===== src/include/video_defs.svh =====
`ifndef VIDEO_DEFS_SVH
`define VIDEO_DEFS_SVH

`define H_TOTAL         64                          // clocks per line
`define H_BLANK         32                          // blanked clocks at line start
`define H_VISIBLE       (`H_TOTAL - `H_BLANK)       // visible pixels per line
`define HSYNC_START     8
`define HSYNC_END       15
`define H_BITS          6                           // horizontal counter width
`define V_TOTAL         6                           // lines per frame
`define V_BLANK         2                           // blanked lines at frame start
`define V_VISIBLE       (`V_TOTAL - `V_BLANK)
`define VSYNC_LINE      0
`define V_BITS          3                           // vertical counter width
`define FIFO_DEPTH      16                          // words, power of two

`define REG_VID_CTRL    3'd0
`define REG_GFX_CTRL    3'd1
`define REG_DISP_ADDR   3'd2
`define REG_LINE_LEN    3'd3
`define REG_STATUS      3'd4

`define RST_BORDER      8'h08                       // dark grey
`define RST_COLORBASE   8'h00
`define RST_BLANK       1'b1
`define RST_BPP         1'b1                        // 8 bpp
`define RST_DISP_ADDR   16'h0000
`define RST_LINE_LEN    16'd16

`endif

===== src/hdl/video_pkg.sv =====
package video_pkg;

    typedef logic [15:0] word_t;                    // video ram word, register value
    typedef logic [15:0] addr_t;                    // video ram word address
    typedef logic [7:0]  color_t;                   // palette index
    typedef logic        bpp_t;                     // 0 = 4 bpp, 1 = 8 bpp

    // one video ram word seen as packed pixels, first pixel in the top bits
    typedef union packed {
        logic [3:0][3:0] p4;                        // 4 bpp, p4[3] shown first
        logic [1:0][7:0] p8;                        // 8 bpp, p8[1] shown first
    } pix_word_u;

endpackage


===== src/hdl/pixel_stream_if.sv =====
`timescale 1ns/1ps

interface pixel_stream_if;

    logic              push;                        // write push_data this cycle
    video_pkg::word_t  push_data;
    logic              flush;                       // empty the fifo, beats push
    logic              full;
    logic              empty;
    video_pkg::word_t  head_data;                   // valid while !empty
    logic              pop;

    modport fetch   (output push, push_data, flush, input full);
    modport fifo    (input push, push_data, flush, pop, output full, empty, head_data);
    modport shifter (input head_data, empty, output pop);

endinterface


===== src/hdl/video_gen_top.sv =====
`timescale 1ns/1ps
`include "video_defs.svh"

module video_gen_top (
    input  logic              clk,
    input  logic              reset_i,
    input  logic              reg_wr_i,
    input  logic [2:0]        reg_num_i,
    input  video_pkg::word_t  reg_data_i,
    output video_pkg::word_t  reg_data_o,
    output logic              mem_req_o,
    output video_pkg::addr_t  mem_addr_o,
    input  logic              mem_ack_i,
    input  video_pkg::word_t  mem_data_i,
    output video_pkg::color_t color_index_o,
    output logic              hsync_o,
    output logic              vsync_o,
    output logic              de_o,
    output logic              frame_intr_o
);

    logic [`H_BITS-1:0] h_count;
    logic [`V_BITS-1:0] v_count;
    logic               h_visible;
    logic               v_visible;
    logic               hsync;
    logic               vsync;
    logic               frame_end;
    logic               visible_end;
    logic               underrun;
    video_pkg::color_t  border;
    video_pkg::color_t  colorbase;
    logic               blank;
    video_pkg::bpp_t    bpp;
    video_pkg::addr_t   disp_addr;
    video_pkg::word_t   line_len;

    pixel_stream_if u_stream ();

    video_timing u_video_timing (
        .clk(clk), .reset_i(reset_i),
        .h_count_o(h_count), .v_count_o(v_count),
        .h_visible_o(h_visible), .v_visible_o(v_visible),
        .hsync_o(hsync), .vsync_o(vsync),
        .line_end_o(),                              // only used inside the timing block
        .frame_end_o(frame_end), .visible_end_o(visible_end)
    );

    video_regs u_video_regs (
        .clk(clk), .reset_i(reset_i),
        .reg_wr_i(reg_wr_i), .reg_num_i(reg_num_i),
        .reg_data_i(reg_data_i), .reg_data_o(reg_data_o),
        .v_count_i(v_count), .visible_end_i(visible_end), .underrun_i(underrun),
        .border_o(border), .colorbase_o(colorbase), .blank_o(blank), .bpp_o(bpp),
        .disp_addr_o(disp_addr), .line_len_o(line_len), .frame_intr_o(frame_intr_o)
    );

    line_fetch u_line_fetch (
        .clk(clk), .reset_i(reset_i), .frame_end_i(frame_end),
        .bpp_i(bpp), .disp_addr_i(disp_addr), .line_len_i(line_len),
        .mem_req_o(mem_req_o), .mem_addr_o(mem_addr_o),
        .mem_ack_i(mem_ack_i), .mem_data_i(mem_data_i),
        .s(u_stream.fetch)
    );

    pixel_fifo u_pixel_fifo (
        .clk(clk), .reset_i(reset_i), .s(u_stream.fifo)
    );

    pixel_shifter u_pixel_shifter (
        .clk(clk), .reset_i(reset_i),
        .h_count_i(h_count), .h_visible_i(h_visible), .v_visible_i(v_visible),
        .hsync_i(hsync), .vsync_i(vsync),
        .border_i(border), .colorbase_i(colorbase), .blank_i(blank), .bpp_i(bpp),
        .s(u_stream.shifter),
        .color_index_o(color_index_o), .hsync_o(hsync_o), .vsync_o(vsync_o),
        .de_o(de_o), .underrun_o(underrun)
    );

endmodule


===== src/hdl/pixel_shifter.sv =====
`timescale 1ns/1ps
`include "video_defs.svh"

module pixel_shifter (
    input  logic               clk,
    input  logic               reset_i,
    input  logic [`H_BITS-1:0] h_count_i,
    input  logic               h_visible_i,
    input  logic               v_visible_i,
    input  logic               hsync_i,
    input  logic               vsync_i,
    input  video_pkg::color_t  border_i,
    input  video_pkg::color_t  colorbase_i,
    input  logic               blank_i,
    input  video_pkg::bpp_t    bpp_i,
    pixel_stream_if.shifter    s,
    output video_pkg::color_t  color_index_o,
    output logic               hsync_o,
    output logic               vsync_o,
    output logic               de_o,
    output logic               underrun_o
);

    logic [`H_BITS-1:0]   col;                      // visible pixel column
    video_pkg::pix_word_u head;
    video_pkg::color_t    pixel;
    logic                 last_slot;                // last pixel of the head word
    logic                 active;

    assign col    = h_count_i - `H_BITS'(`H_BLANK);
    assign head   = s.head_data;
    assign active = h_visible_i && v_visible_i && !blank_i;

    always_comb begin
        if (bpp_i) begin
            pixel     = head.p8[~col[0]];           // slot 0 is the high byte
            last_slot = col[0];
        end else begin
            pixel     = {4'h0, head.p4[~col[1:0]]};
            last_slot = &col[1:0];
        end
    end

    assign s.pop      = active && !s.empty && last_slot;
    assign underrun_o = active && s.empty;          // fifo starved on a shown pixel

    always_ff @(posedge clk) begin
        if (reset_i) begin
            color_index_o <= '0;
            hsync_o       <= 1'b0;
            vsync_o       <= 1'b0;
            de_o          <= 1'b0;
        end else begin
            hsync_o <= hsync_i;
            vsync_o <= vsync_i;
            de_o    <= h_visible_i && v_visible_i;
            if (active && !s.empty) begin
                color_index_o <= pixel ^ colorbase_i;
            end else begin
                color_index_o <= border_i;          // border, blank or underrun
            end
        end
    end

endmodule


===== src/hdl/pixel_fifo.sv =====
`timescale 1ns/1ps
`include "video_defs.svh"

module pixel_fifo (
    input  logic         clk,
    input  logic         reset_i,
    pixel_stream_if.fifo s
);

    localparam int PTR_W = $clog2(`FIFO_DEPTH);

    video_pkg::word_t   mem [`FIFO_DEPTH];
    logic [PTR_W-1:0]   rd_ptr;
    logic [PTR_W-1:0]   wr_ptr;
    logic [PTR_W:0]     count;
    logic               do_push;
    logic               do_pop;

    assign do_push     = s.push && !s.full && !s.flush;
    assign do_pop      = s.pop && !s.empty;
    assign s.full      = count == (PTR_W + 1)'(`FIFO_DEPTH);
    assign s.empty     = count == '0;
    assign s.head_data = mem[rd_ptr];               // show-ahead

    always_ff @(posedge clk) begin
        if (reset_i || s.flush) begin
            rd_ptr <= '0;
            wr_ptr <= '0;
            count  <= '0;
        end else begin
            if (do_push) begin
                wr_ptr <= wr_ptr + 1'b1;            // wraps, depth is a power of two
            end
            if (do_pop) begin
                rd_ptr <= rd_ptr + 1'b1;
            end
            case ({do_push, do_pop})
                2'b10:   count <= count + 1'b1;
                2'b01:   count <= count - 1'b1;
                default: ;
            endcase
        end
    end

    always_ff @(posedge clk) begin
        if (do_push) begin
            mem[wr_ptr] <= s.push_data;
        end
    end

endmodule


===== src/hdl/line_fetch.sv =====
`timescale 1ns/1ps
`include "video_defs.svh"

module line_fetch (
    input  logic             clk,
    input  logic             reset_i,
    input  logic             frame_end_i,
    input  video_pkg::bpp_t  bpp_i,
    input  video_pkg::addr_t disp_addr_i,
    input  video_pkg::word_t line_len_i,
    output logic             mem_req_o,
    output video_pkg::addr_t mem_addr_o,
    input  logic             mem_ack_i,
    input  video_pkg::word_t mem_data_i,
    pixel_stream_if.fetch    s
);

    video_pkg::addr_t line_addr;                    // first word of current line
    video_pkg::addr_t fetch_addr;                   // next word to request
    logic [3:0]       word_cnt;
    logic [3:0]       word_last;
    logic [1:0]       line_cnt;
    logic             fetch_on;                     // frame not fully fetched yet
    logic             ack_wait;                     // data taken, waiting for ack low
    logic             discard;                      // request issued before a flush
    logic             can_fetch;
    logic             capture;
    logic             issue;

    assign word_last = bpp_i ? 4'(`H_VISIBLE / 2 - 1) : 4'(`H_VISIBLE / 4 - 1);
    assign can_fetch = fetch_on && !s.full && !frame_end_i;
    assign capture   = mem_req_o && mem_ack_i;
    assign issue     = !mem_req_o && !(ack_wait && mem_ack_i) && can_fetch;

    assign s.push      = capture && !discard;
    assign s.push_data = mem_data_i;
    assign s.flush     = frame_end_i;

    always_ff @(posedge clk) begin
        if (issue) begin
            mem_addr_o <= fetch_addr;               // held for the whole handshake
        end
    end

    always_ff @(posedge clk) begin
        if (reset_i) begin
            mem_req_o  <= 1'b0;
            ack_wait   <= 1'b0;
            discard    <= 1'b0;
            fetch_on   <= 1'b1;
            line_addr  <= `RST_DISP_ADDR;
            fetch_addr <= `RST_DISP_ADDR;
            word_cnt   <= '0;
            line_cnt   <= '0;
        end else begin
            if (capture) begin
                mem_req_o <= 1'b0;
                ack_wait  <= 1'b1;
                discard   <= 1'b0;
            end else if (issue) begin
                mem_req_o <= 1'b1;
                ack_wait  <= 1'b0;
            end else if (!mem_ack_i) begin
                ack_wait  <= 1'b0;
            end

            if (s.push) begin
                if (word_cnt == word_last) begin    // line done, step to next line
                    word_cnt   <= '0;
                    line_addr  <= line_addr + line_len_i;
                    fetch_addr <= line_addr + line_len_i;
                    if (line_cnt == 2'(`V_VISIBLE - 1)) begin
                        fetch_on <= 1'b0;
                    end else begin
                        line_cnt <= line_cnt + 1'b1;
                    end
                end else begin
                    word_cnt   <= word_cnt + 1'b1;
                    fetch_addr <= fetch_addr + 1'b1;
                end
            end

            if (frame_end_i) begin                  // restart for the next frame
                line_addr  <= disp_addr_i;
                fetch_addr <= disp_addr_i;
                word_cnt   <= '0;
                line_cnt   <= '0;
                fetch_on   <= 1'b1;
                if (mem_req_o && !mem_ack_i) begin
                    discard <= 1'b1;                // stale word still in flight
                end
            end
        end
    end

endmodule


===== src/hdl/video_regs.sv =====
`timescale 1ns/1ps
`include "video_defs.svh"

module video_regs (
    input  logic               clk,
    input  logic               reset_i,
    input  logic               reg_wr_i,
    input  logic [2:0]         reg_num_i,
    input  video_pkg::word_t   reg_data_i,
    output video_pkg::word_t   reg_data_o,
    input  logic [`V_BITS-1:0] v_count_i,
    input  logic               visible_end_i,
    input  logic               underrun_i,
    output video_pkg::color_t  border_o,
    output video_pkg::color_t  colorbase_o,
    output logic               blank_o,
    output video_pkg::bpp_t    bpp_o,
    output video_pkg::addr_t   disp_addr_o,
    output video_pkg::word_t   line_len_o,
    output logic               frame_intr_o
);

    logic             underrun_flag;               // sticky until a status write
    video_pkg::word_t rd_data;

    always_ff @(posedge clk) begin
        if (reset_i) begin
            border_o      <= `RST_BORDER;
            colorbase_o   <= `RST_COLORBASE;
            blank_o       <= `RST_BLANK;
            bpp_o         <= `RST_BPP;
            disp_addr_o   <= `RST_DISP_ADDR;
            line_len_o    <= `RST_LINE_LEN;
            underrun_flag <= 1'b0;
            frame_intr_o  <= 1'b0;
        end else begin
            frame_intr_o <= visible_end_i;
            if (underrun_i) begin
                underrun_flag <= 1'b1;
            end
            if (reg_wr_i) begin
                case (reg_num_i)
                    `REG_VID_CTRL:  border_o <= reg_data_i[7:0];
                    `REG_GFX_CTRL: begin
                        colorbase_o <= reg_data_i[15:8];
                        blank_o     <= reg_data_i[7];
                        bpp_o       <= reg_data_i[4];
                    end
                    `REG_DISP_ADDR: disp_addr_o <= reg_data_i;
                    `REG_LINE_LEN:  line_len_o <= reg_data_i;
                    `REG_STATUS:    underrun_flag <= 1'b0;   // any write clears
                    default: ;
                endcase
            end
        end
    end

    always_comb begin
        case (reg_num_i)
            `REG_VID_CTRL:  rd_data = {8'h00, border_o};
            `REG_GFX_CTRL:  rd_data = {colorbase_o, blank_o, 2'b00, bpp_o, 4'h0};
            `REG_DISP_ADDR: rd_data = disp_addr_o;
            `REG_LINE_LEN:  rd_data = line_len_o;
            `REG_STATUS: begin
                rd_data     = 16'(v_count_i);
                rd_data[15] = underrun_flag;
            end
            default:        rd_data = '0;
        endcase
    end

    always_ff @(posedge clk) begin
        reg_data_o <= rd_data;                      // one cycle read latency
    end

endmodule


===== src/hdl/video_timing.sv =====
`timescale 1ns/1ps
`include "video_defs.svh"

module video_timing (
    input  logic               clk,
    input  logic               reset_i,
    output logic [`H_BITS-1:0] h_count_o,
    output logic [`V_BITS-1:0] v_count_o,
    output logic               h_visible_o,
    output logic               v_visible_o,
    output logic               hsync_o,
    output logic               vsync_o,
    output logic               line_end_o,     // last clock of a line
    output logic               frame_end_o,    // last clock of the frame
    output logic               visible_end_o   // last visible pixel of the frame
);

    always_ff @(posedge clk) begin
        if (reset_i) begin
            h_count_o <= '0;
            v_count_o <= '0;
        end else begin
            h_count_o <= h_count_o + 1'b1;
            if (line_end_o) begin
                h_count_o <= '0;
                v_count_o <= v_count_o + 1'b1;
                if (frame_end_o) begin
                    v_count_o <= '0;
                end
            end
        end
    end

    // left part of each line and top lines of the frame are blanked
    assign h_visible_o   = h_count_o >= `H_BITS'(`H_BLANK);
    assign v_visible_o   = v_count_o >= `V_BITS'(`V_BLANK);
    assign hsync_o       = (h_count_o >= `H_BITS'(`HSYNC_START)) &&
                           (h_count_o <= `H_BITS'(`HSYNC_END));
    assign vsync_o       = v_count_o == `V_BITS'(`VSYNC_LINE);
    assign line_end_o    = h_count_o == `H_BITS'(`H_TOTAL - 1);
    assign frame_end_o   = line_end_o && (v_count_o == `V_BITS'(`V_TOTAL - 1));
    assign visible_end_o = line_end_o && h_visible_o && v_visible_o &&
                           (v_count_o == `V_BITS'(`V_TOTAL - 1));

endmodule


===== config.mk =====
export PLATFORM = sky130hd
export DESIGN_NAME = video_gen_top
export DESIGN_NICKNAME = d
export VERILOG_FILES = /design/src/hdl/video_pkg.sv /design/src/hdl/pixel_stream_if.sv /design/src/hdl/video_gen_top.sv /design/src/hdl/pixel_shifter.sv /design/src/hdl/pixel_fifo.sv /design/src/hdl/line_fetch.sv /design/src/hdl/video_regs.sv /design/src/hdl/video_timing.sv
export VERILOG_INCLUDE_DIRS = /design/src /design/src/include
export SDC_FILE = /design/constraint.sdc
export NUM_CORES = 1
export LEC_CHECK = 0
export ABC_AREA = 1
export BUFFER_PORTS_ARGS = -buffer_cell sky130_fd_sc_hd__clkbuf_2
export CAP_MARGIN = 10
export CORE_MARGIN = 4
export CORE_UTILIZATION = 42
export CTS_CLUSTER_SIZE = 10
export DETAILED_ROUTE_END_ITERATION = 8
export PLACE_DENSITY_LB_ADDON = 0.3
export SYNTH_ARGS = -nofsm -noshare
export SYNTH_HDL_FRONTEND = slang
export SYNTH_HIERARCHICAL = 1
export SYNTH_SLANG_ARGS = --single-unit
export TNS_END_PERCENT = 50

===== constraint.sdc =====
create_clock -name clk -period 5.45 [get_ports clk]
set_input_delay 1.3625 -clock clk [delete_from_list [all_inputs] [get_ports clk]]
set_output_delay 1.3625 -clock clk [all_outputs]
set_load 0.01 [all_outputs]

After elaboration in Yosys (flattened, before gate mapping). Memories as Yosys holds them, arrays and structs flattened. A register that Yosys moved wholly into a read port is not among the register bits. Index checks and enable logic that the tools add are counted.

Bits of input ports: 39. Memory bits (writable): 256. Word-level logic and storage cells: 139. Memories kept: 1. Output and inout bits: 45. Bits in registers: 159.

Memories: u_pixel_fifo.mem (words 16, width 16, read ports 1, clocked after Yosys merged registers in 1, wr ports 1, RTL line pixel_fifo.sv:12) `` video_pkg::word_t mem [`FIFO_DEPTH]; ``.

Bitwise gates (word level): 4. Add/subtract/negate cells: 11. Mux-type cells: 31. Equal/unequal tests: 12. Reductions and logical operators: 47. $lt $le $gt $ge: 6.

Operators by type and width (count): 16-bit two-way mux (6); 16-bit one-hot mux with 5 select lines (1); 8-bit two-way mux (4); 1-bit logical AND (21); 4-bit two-way mux (5); 16-bit by 1-bit adder with 16-bit output, second input constant (1); 16-bit adder (1); 4-bit by 1-bit adder with 4-bit output, second input constant (3); 1-bit two-way mux (12); 2-bit AND reduction (6); 5-bit one-hot mux with 2 select lines (1); 4-bit binary-select mux with 2-bit select (1); 1-bit logical NOT (8); 8-bit XOR (1); 6-bit by 1-bit adder with 6-bit output, second input constant (1); 3-bit by 2-bit equality test with 1-bit output, second input constant (2); 3-bit equality test, second input constant (2); 6-bit equality test, second input constant (1); 6-bit by 4-bit greater-or-equal comparator with 1-bit output, second input constant (1); 6-bit greater-or-equal comparator, second input constant (1); 6-bit by 4-bit less-or-equal comparator with 1-bit output, second input constant (1); 3-bit logical NOT (2); 3-bit AND reduction (2); 2-bit nonzero test (3); 20 further kinds (24).

Longest topological paths before layout.
Depth after elaboration: 8. Depth in mapped cells: 21. Depth with buffers taken out: 20.

By module. Netlist, hierarchy kept.

By module, submodules not included: pixel_fifo (area each 11364.6 µm², cells an instance 950, times used 1); line_fetch (area each 3771.1 µm², cells an instance 539, times used 1); video_regs (area each 2944.1 µm², cells an instance 436, times used 1); pixel_shifter (area each 824.5 µm², cells an instance 137, times used 1); video_timing (area each 499.2 µm², cells an instance 69, times used 1).

Least setup slack after synthesis. Ideal clock, no wire load.

Path type: in2reg. Start: input port mem_ack_i. End: memory u_pixel_fifo/mem[0][0] in the netlist's numbering (enable). Required time: 5062 ps. Arrival: 2771 ps. Library setup time: 388 ps. Setup slack: 2290 ps. Stages on the path: 6. Path through: nand2_1 nor2_4 nand3b_2 clkinv_1 nand2_1 nor2_1.

Cells in the longest elaborated chain, start to end: 6.

RTL lines: start, declared (RTL line video_gen_top.sv:13) `input logic mem_ack_i,`; 1-bit logical AND (RTL line line_fetch.sv:32) `assign capture = mem_req_o && mem_ack_i;`; 1-bit logical AND (RTL line line_fetch.sv:35) `assign s.push = capture && !discard;`; net u_stream.push (RTL line pixel_stream_if.sv:5) `logic push;`; 1-bit logical AND (2 in a row) (RTL line pixel_fifo.sv:19) `assign do_push = s.push && !s.full && !s.flush;`; 1-bit two-way mux (RTL line pixel_fifo.sv:46) `if (do_push) begin`; 1-bit two-way mux (implied by the code) (RTL line pixel_fifo.sv:47) `mem[wr_ptr] <= s.push_data;`; end, declared (RTL line pixel_fifo.sv:12).

The timed path passes the listed nets, and every way through them passes these cells.

Final worst setup path.
Start: register u_video_timing.h_count_o[0]. End: register u_pixel_fifo.count[4].

Elaborated cells between the ends (all ways): 18. Those cells by class: add/sub (1); order compare (1); eq/ne (3); mux (2); reduce/logical (11).

RTL lines: start, declared (RTL line video_timing.sv:7) `` output logic [`H_BITS-1:0] h_count_o, ``; start signal, assigned (RTL line video_timing.sv:23) `h_count_o <= h_count_o + 1'b1;`; 6-bit equality test * (RTL line video_timing.sv:40) `` assign line_end_o = h_count_o == `H_BITS'(`H_TOTAL - 1); ``; net u_video_timing.line_end_o (RTL line video_timing.sv:13) `output logic line_end_o,`; 1-bit logical AND * (RTL line video_timing.sv:41) `` assign frame_end_o = line_end_o && (v_count_o == `V_BITS'(`V_TOTAL - 1)); ``; net frame_end (RTL line video_gen_top.sv:28) `logic frame_end;`; 1-bit logical NOT (RTL line pixel_fifo.sv:19); 1-bit logical AND (RTL line pixel_fifo.sv:19); 2-bit by 1-bit equality test with 1-bit output or 2-bit equality test (tied branches) (RTL line pixel_fifo.sv:37) `case ({do_push, do_pop})`; 5-bit one-hot mux with 2 select lines or 2-bit nonzero test (tied branches); end signal, assigned (RTL line pixel_fifo.sv:38) `2'b10: count <= count + 1'b1;`; end signal, assigned (RTL line pixel_fifo.sv:39) `2'b01: count <= count - 1'b1;`; end, declared (RTL line pixel_fifo.sv:15) `logic [PTR_W:0] count;`.

The timed path passes the listed nets; every way through them passes the cells marked *. A chain may end at the register's enable or synchronous reset.

==> reports/metrics.cfg <==
[outcome]
outcome=finished clean

[layout]
multi_input_area_um2=6501
num-fill-cells=4307
layout_commonest_cell=nand2_1
layout.nets=2232
final_cells=2796
diodes=0
syn_to_final_growth_pct=10.47
layout.area.seq_um2=11120
drive_above_1_share_pct=9.290
stdcell_area_um2=21430
final_cell_mix=nand2_1 (451), inv_1 (296), edfxtp_1 (272)

[clock_tree]
clock_sinks=419
cts_htree_levels=2
cts_resized=0
cts_hold_buffers=0
clkTransAtPathRegs_ns=0.06
numCtsBuffers=48
clkLatencyLatePin_ns=0.60
cts_setup_buffers=0
cts_buffer_depth=3
ctsRootBufferMaster=clkbuf_16
cts_tree=done

[synth]
ys_seq_area_share_pct=57.26
synth_area_um2=19400
synth_edf_count=272
synthArstFlopShare_pct=0
synth_cells=2131
synthFlopType=edfxtp_1
synthMuxAreaShare_pct=0
synth_xor_area_share_pct=1.128
synth_cell_type_count=42
synth_compound_area_share_pct=9.795
synth_top_family_by_area=simple AND/OR/NAND/NOR gates
syn_avg_cell_area_um2=9.105
ys_seq_elements=419
synth_fa_ha_area_share_pct=2.167
yosysWarnings=6
synth_fp_nets=2203
synth-simple-area-share_pct=20.21

[sta]
worst_slew_pin_slew_ns=1.070
slew_headroom_pct=28.66
slew_violations=0
fmax_mhz=289.3
fin_crit_sh_pct=63.41
setup_tns_ns=0
skew_ns=0.04509
fin_crit_ns=3.456
rsz0062_at_grt=no
hold_viol=0
setup_violations=0

[global_routing]
antenna_found_initial=0
grt_pass1_wl_mm=75.87
grt_max_degree=98
grt_overflow_total=0
grt_pass1_vias=13990
grtUsageTotal_pct=18.99

[flow_run]
maxCapViolCount=0

[critical_path]
r2r_cells=18
critPathArrivalTime_ns=3.91
critPathCaptureType=flip-flop
required_ns=5.90
worstSetupStartpointType=flip-flop
path_class=reg -> reg
worstPathMaxFanout=45

[floorplanning]
io_pins=84
core_area_um2=45480
die_y_um=222.9
die_area_um2=49700
die_x_um=222.9
start_util_pct=42.67
rows=78

[pwr]
leakage_nw=8.637
ir_drop_v=0.0002849
p_total_mw=6.827
power_density_nw_per_um2=318.5

[placed_design]
dp_hpwl_mm=32.54
port_buffers=83
placed_area_um2=20010
dp.cells=2710
gp_congestion=0.9844

[routing]
via_per_inst=5.205
routedWlPerCell_um=17.35
postRouteWirelength_mm=48.50
drc_errors=0
vias=14550
drtIter0Drc=1124
drtAntennaViolNets=0
drtPass1Iterations=5

[worst_hold_path]
hold_path_depth=2
hold_class=reg -> reg

-- cell type report --
type | instances | area share [%]
repair buffers | 92 | 2.312
clock buffers | 82 | 6.246
inverters | 304 | 5.335
multi-input cells | 1295 | 30.33
well taps | 600 | 3.502
clock inverters | 4 | 0.4028
flip-flops and latches | 419 | 51.87
-- registers in the layout, summed over array words and instances (netlist names), 16 cells and up, named ones only --
name and count:
u_line_fetch/fetch_addr 16, u_line_fetch/line_addr 16, u_line_fetch/mem_addr_o 16, u_pixel_fifo/mem 256, u_video_regs/disp_addr_o 16, u_video_regs/line_len_o 16
u_video_regs/reg_data_o 16
-- final timing paths --
kind,endpoint,from,slack (ns)
worst min-delay path,u_line_fetch/fetch_on,u_line_fetch/fetch_on,0.45
worst min register to register,u_line_fetch/fetch_on,u_line_fetch/fetch_on,0.45
worst max register to register,u_pixel_fifo/count[4],u_video_timing/h_count_o[0],1.99
worst max-delay path,u_pixel_fifo/count[4],u_video_timing/h_count_o[0],1.99
-- power by group --
| group | switching [mW] | total (mW) | internal [mW] | leakage [nW] |
|---|---|---|---|---|
| Clock | 1.25 | 2.92 | 1.68 | 0.675 |
| Combinational | 0.272 | 0.384 | 0.112 | 4.29 |
| Sequential | 0.0547 | 3.52 | 3.46 | 3.67 |
-- worst max-delay path, stage by stage, from the launching register on --
cell	delay (ns)
dfxtp_1	0.67
ha_1	0.31
nand3_2	0.13
nor2_4	0.15
nand2_2	0.08
inv_1	0.06
buf_4	0.39
nand3b_2	0.34
ha_1	0.34
nor2_1	0.07
nor2_1	0.14
ha_1	0.17
inv_1	0.04
nand2_1	0.09
nand3_1	0.10
nand3_1	0.08
nand2_1	0.05
nor2_1	0.08
nor2_1	0.04
-- logic make-up (layout without fill, tap and decap cells) --
logic type | after synthesis | after routing
fa+ha+maj | 33 | 33
flops | 419 | 419
xor+xnor | 25 | 25
buf+inv | 417 | 482
simple gates | 901 | 901
compound gates | 336 | 336
-- metal layers --
layer | GRT usage, % | wire (um) | vias to the layer above
li1 | - | - | 7156
met1 | 25.30 | 20810 | 6859
met2 | 31.55 | 23100 | 438
met3 | 2.711 | 2759 | 101
met4 | 7.337 | 1822 | 0
met5 | 0 | 0 | -
-- per-stage QoR --
step,worst slack (ns),utilization (%),hold WS [ns]
floorplan,2.290,-,0.4188
global placement,1.784,44.00,0.4360
detailed placement,1.693,44.00,0.4392
CTS,1.953,47.13,0.4514
global route,1.514,47.13,0.4794
finish,1.994,47.13,0.4473
-- cells in the mapped netlist, types with 23 or more instances --
master	number	share of area, %
nand2_1	451	8.7
inv_1	296	5.7
edfxtp_1	272	42
nand3_1	195	5.0
nor2_1	161	3.1
dfxtp_1	147	15
a21oi_1	126	3.2
o21ai_0	115	3.0
o211ai_1	66	2.6
nand4_1	50	1.6
clkbuf_1	32	0.62
ha_1	32	2.1
buf_4	26	1.0
buf_2	23	0.59
Note: power is estimated with default switching activity, not from simulation.
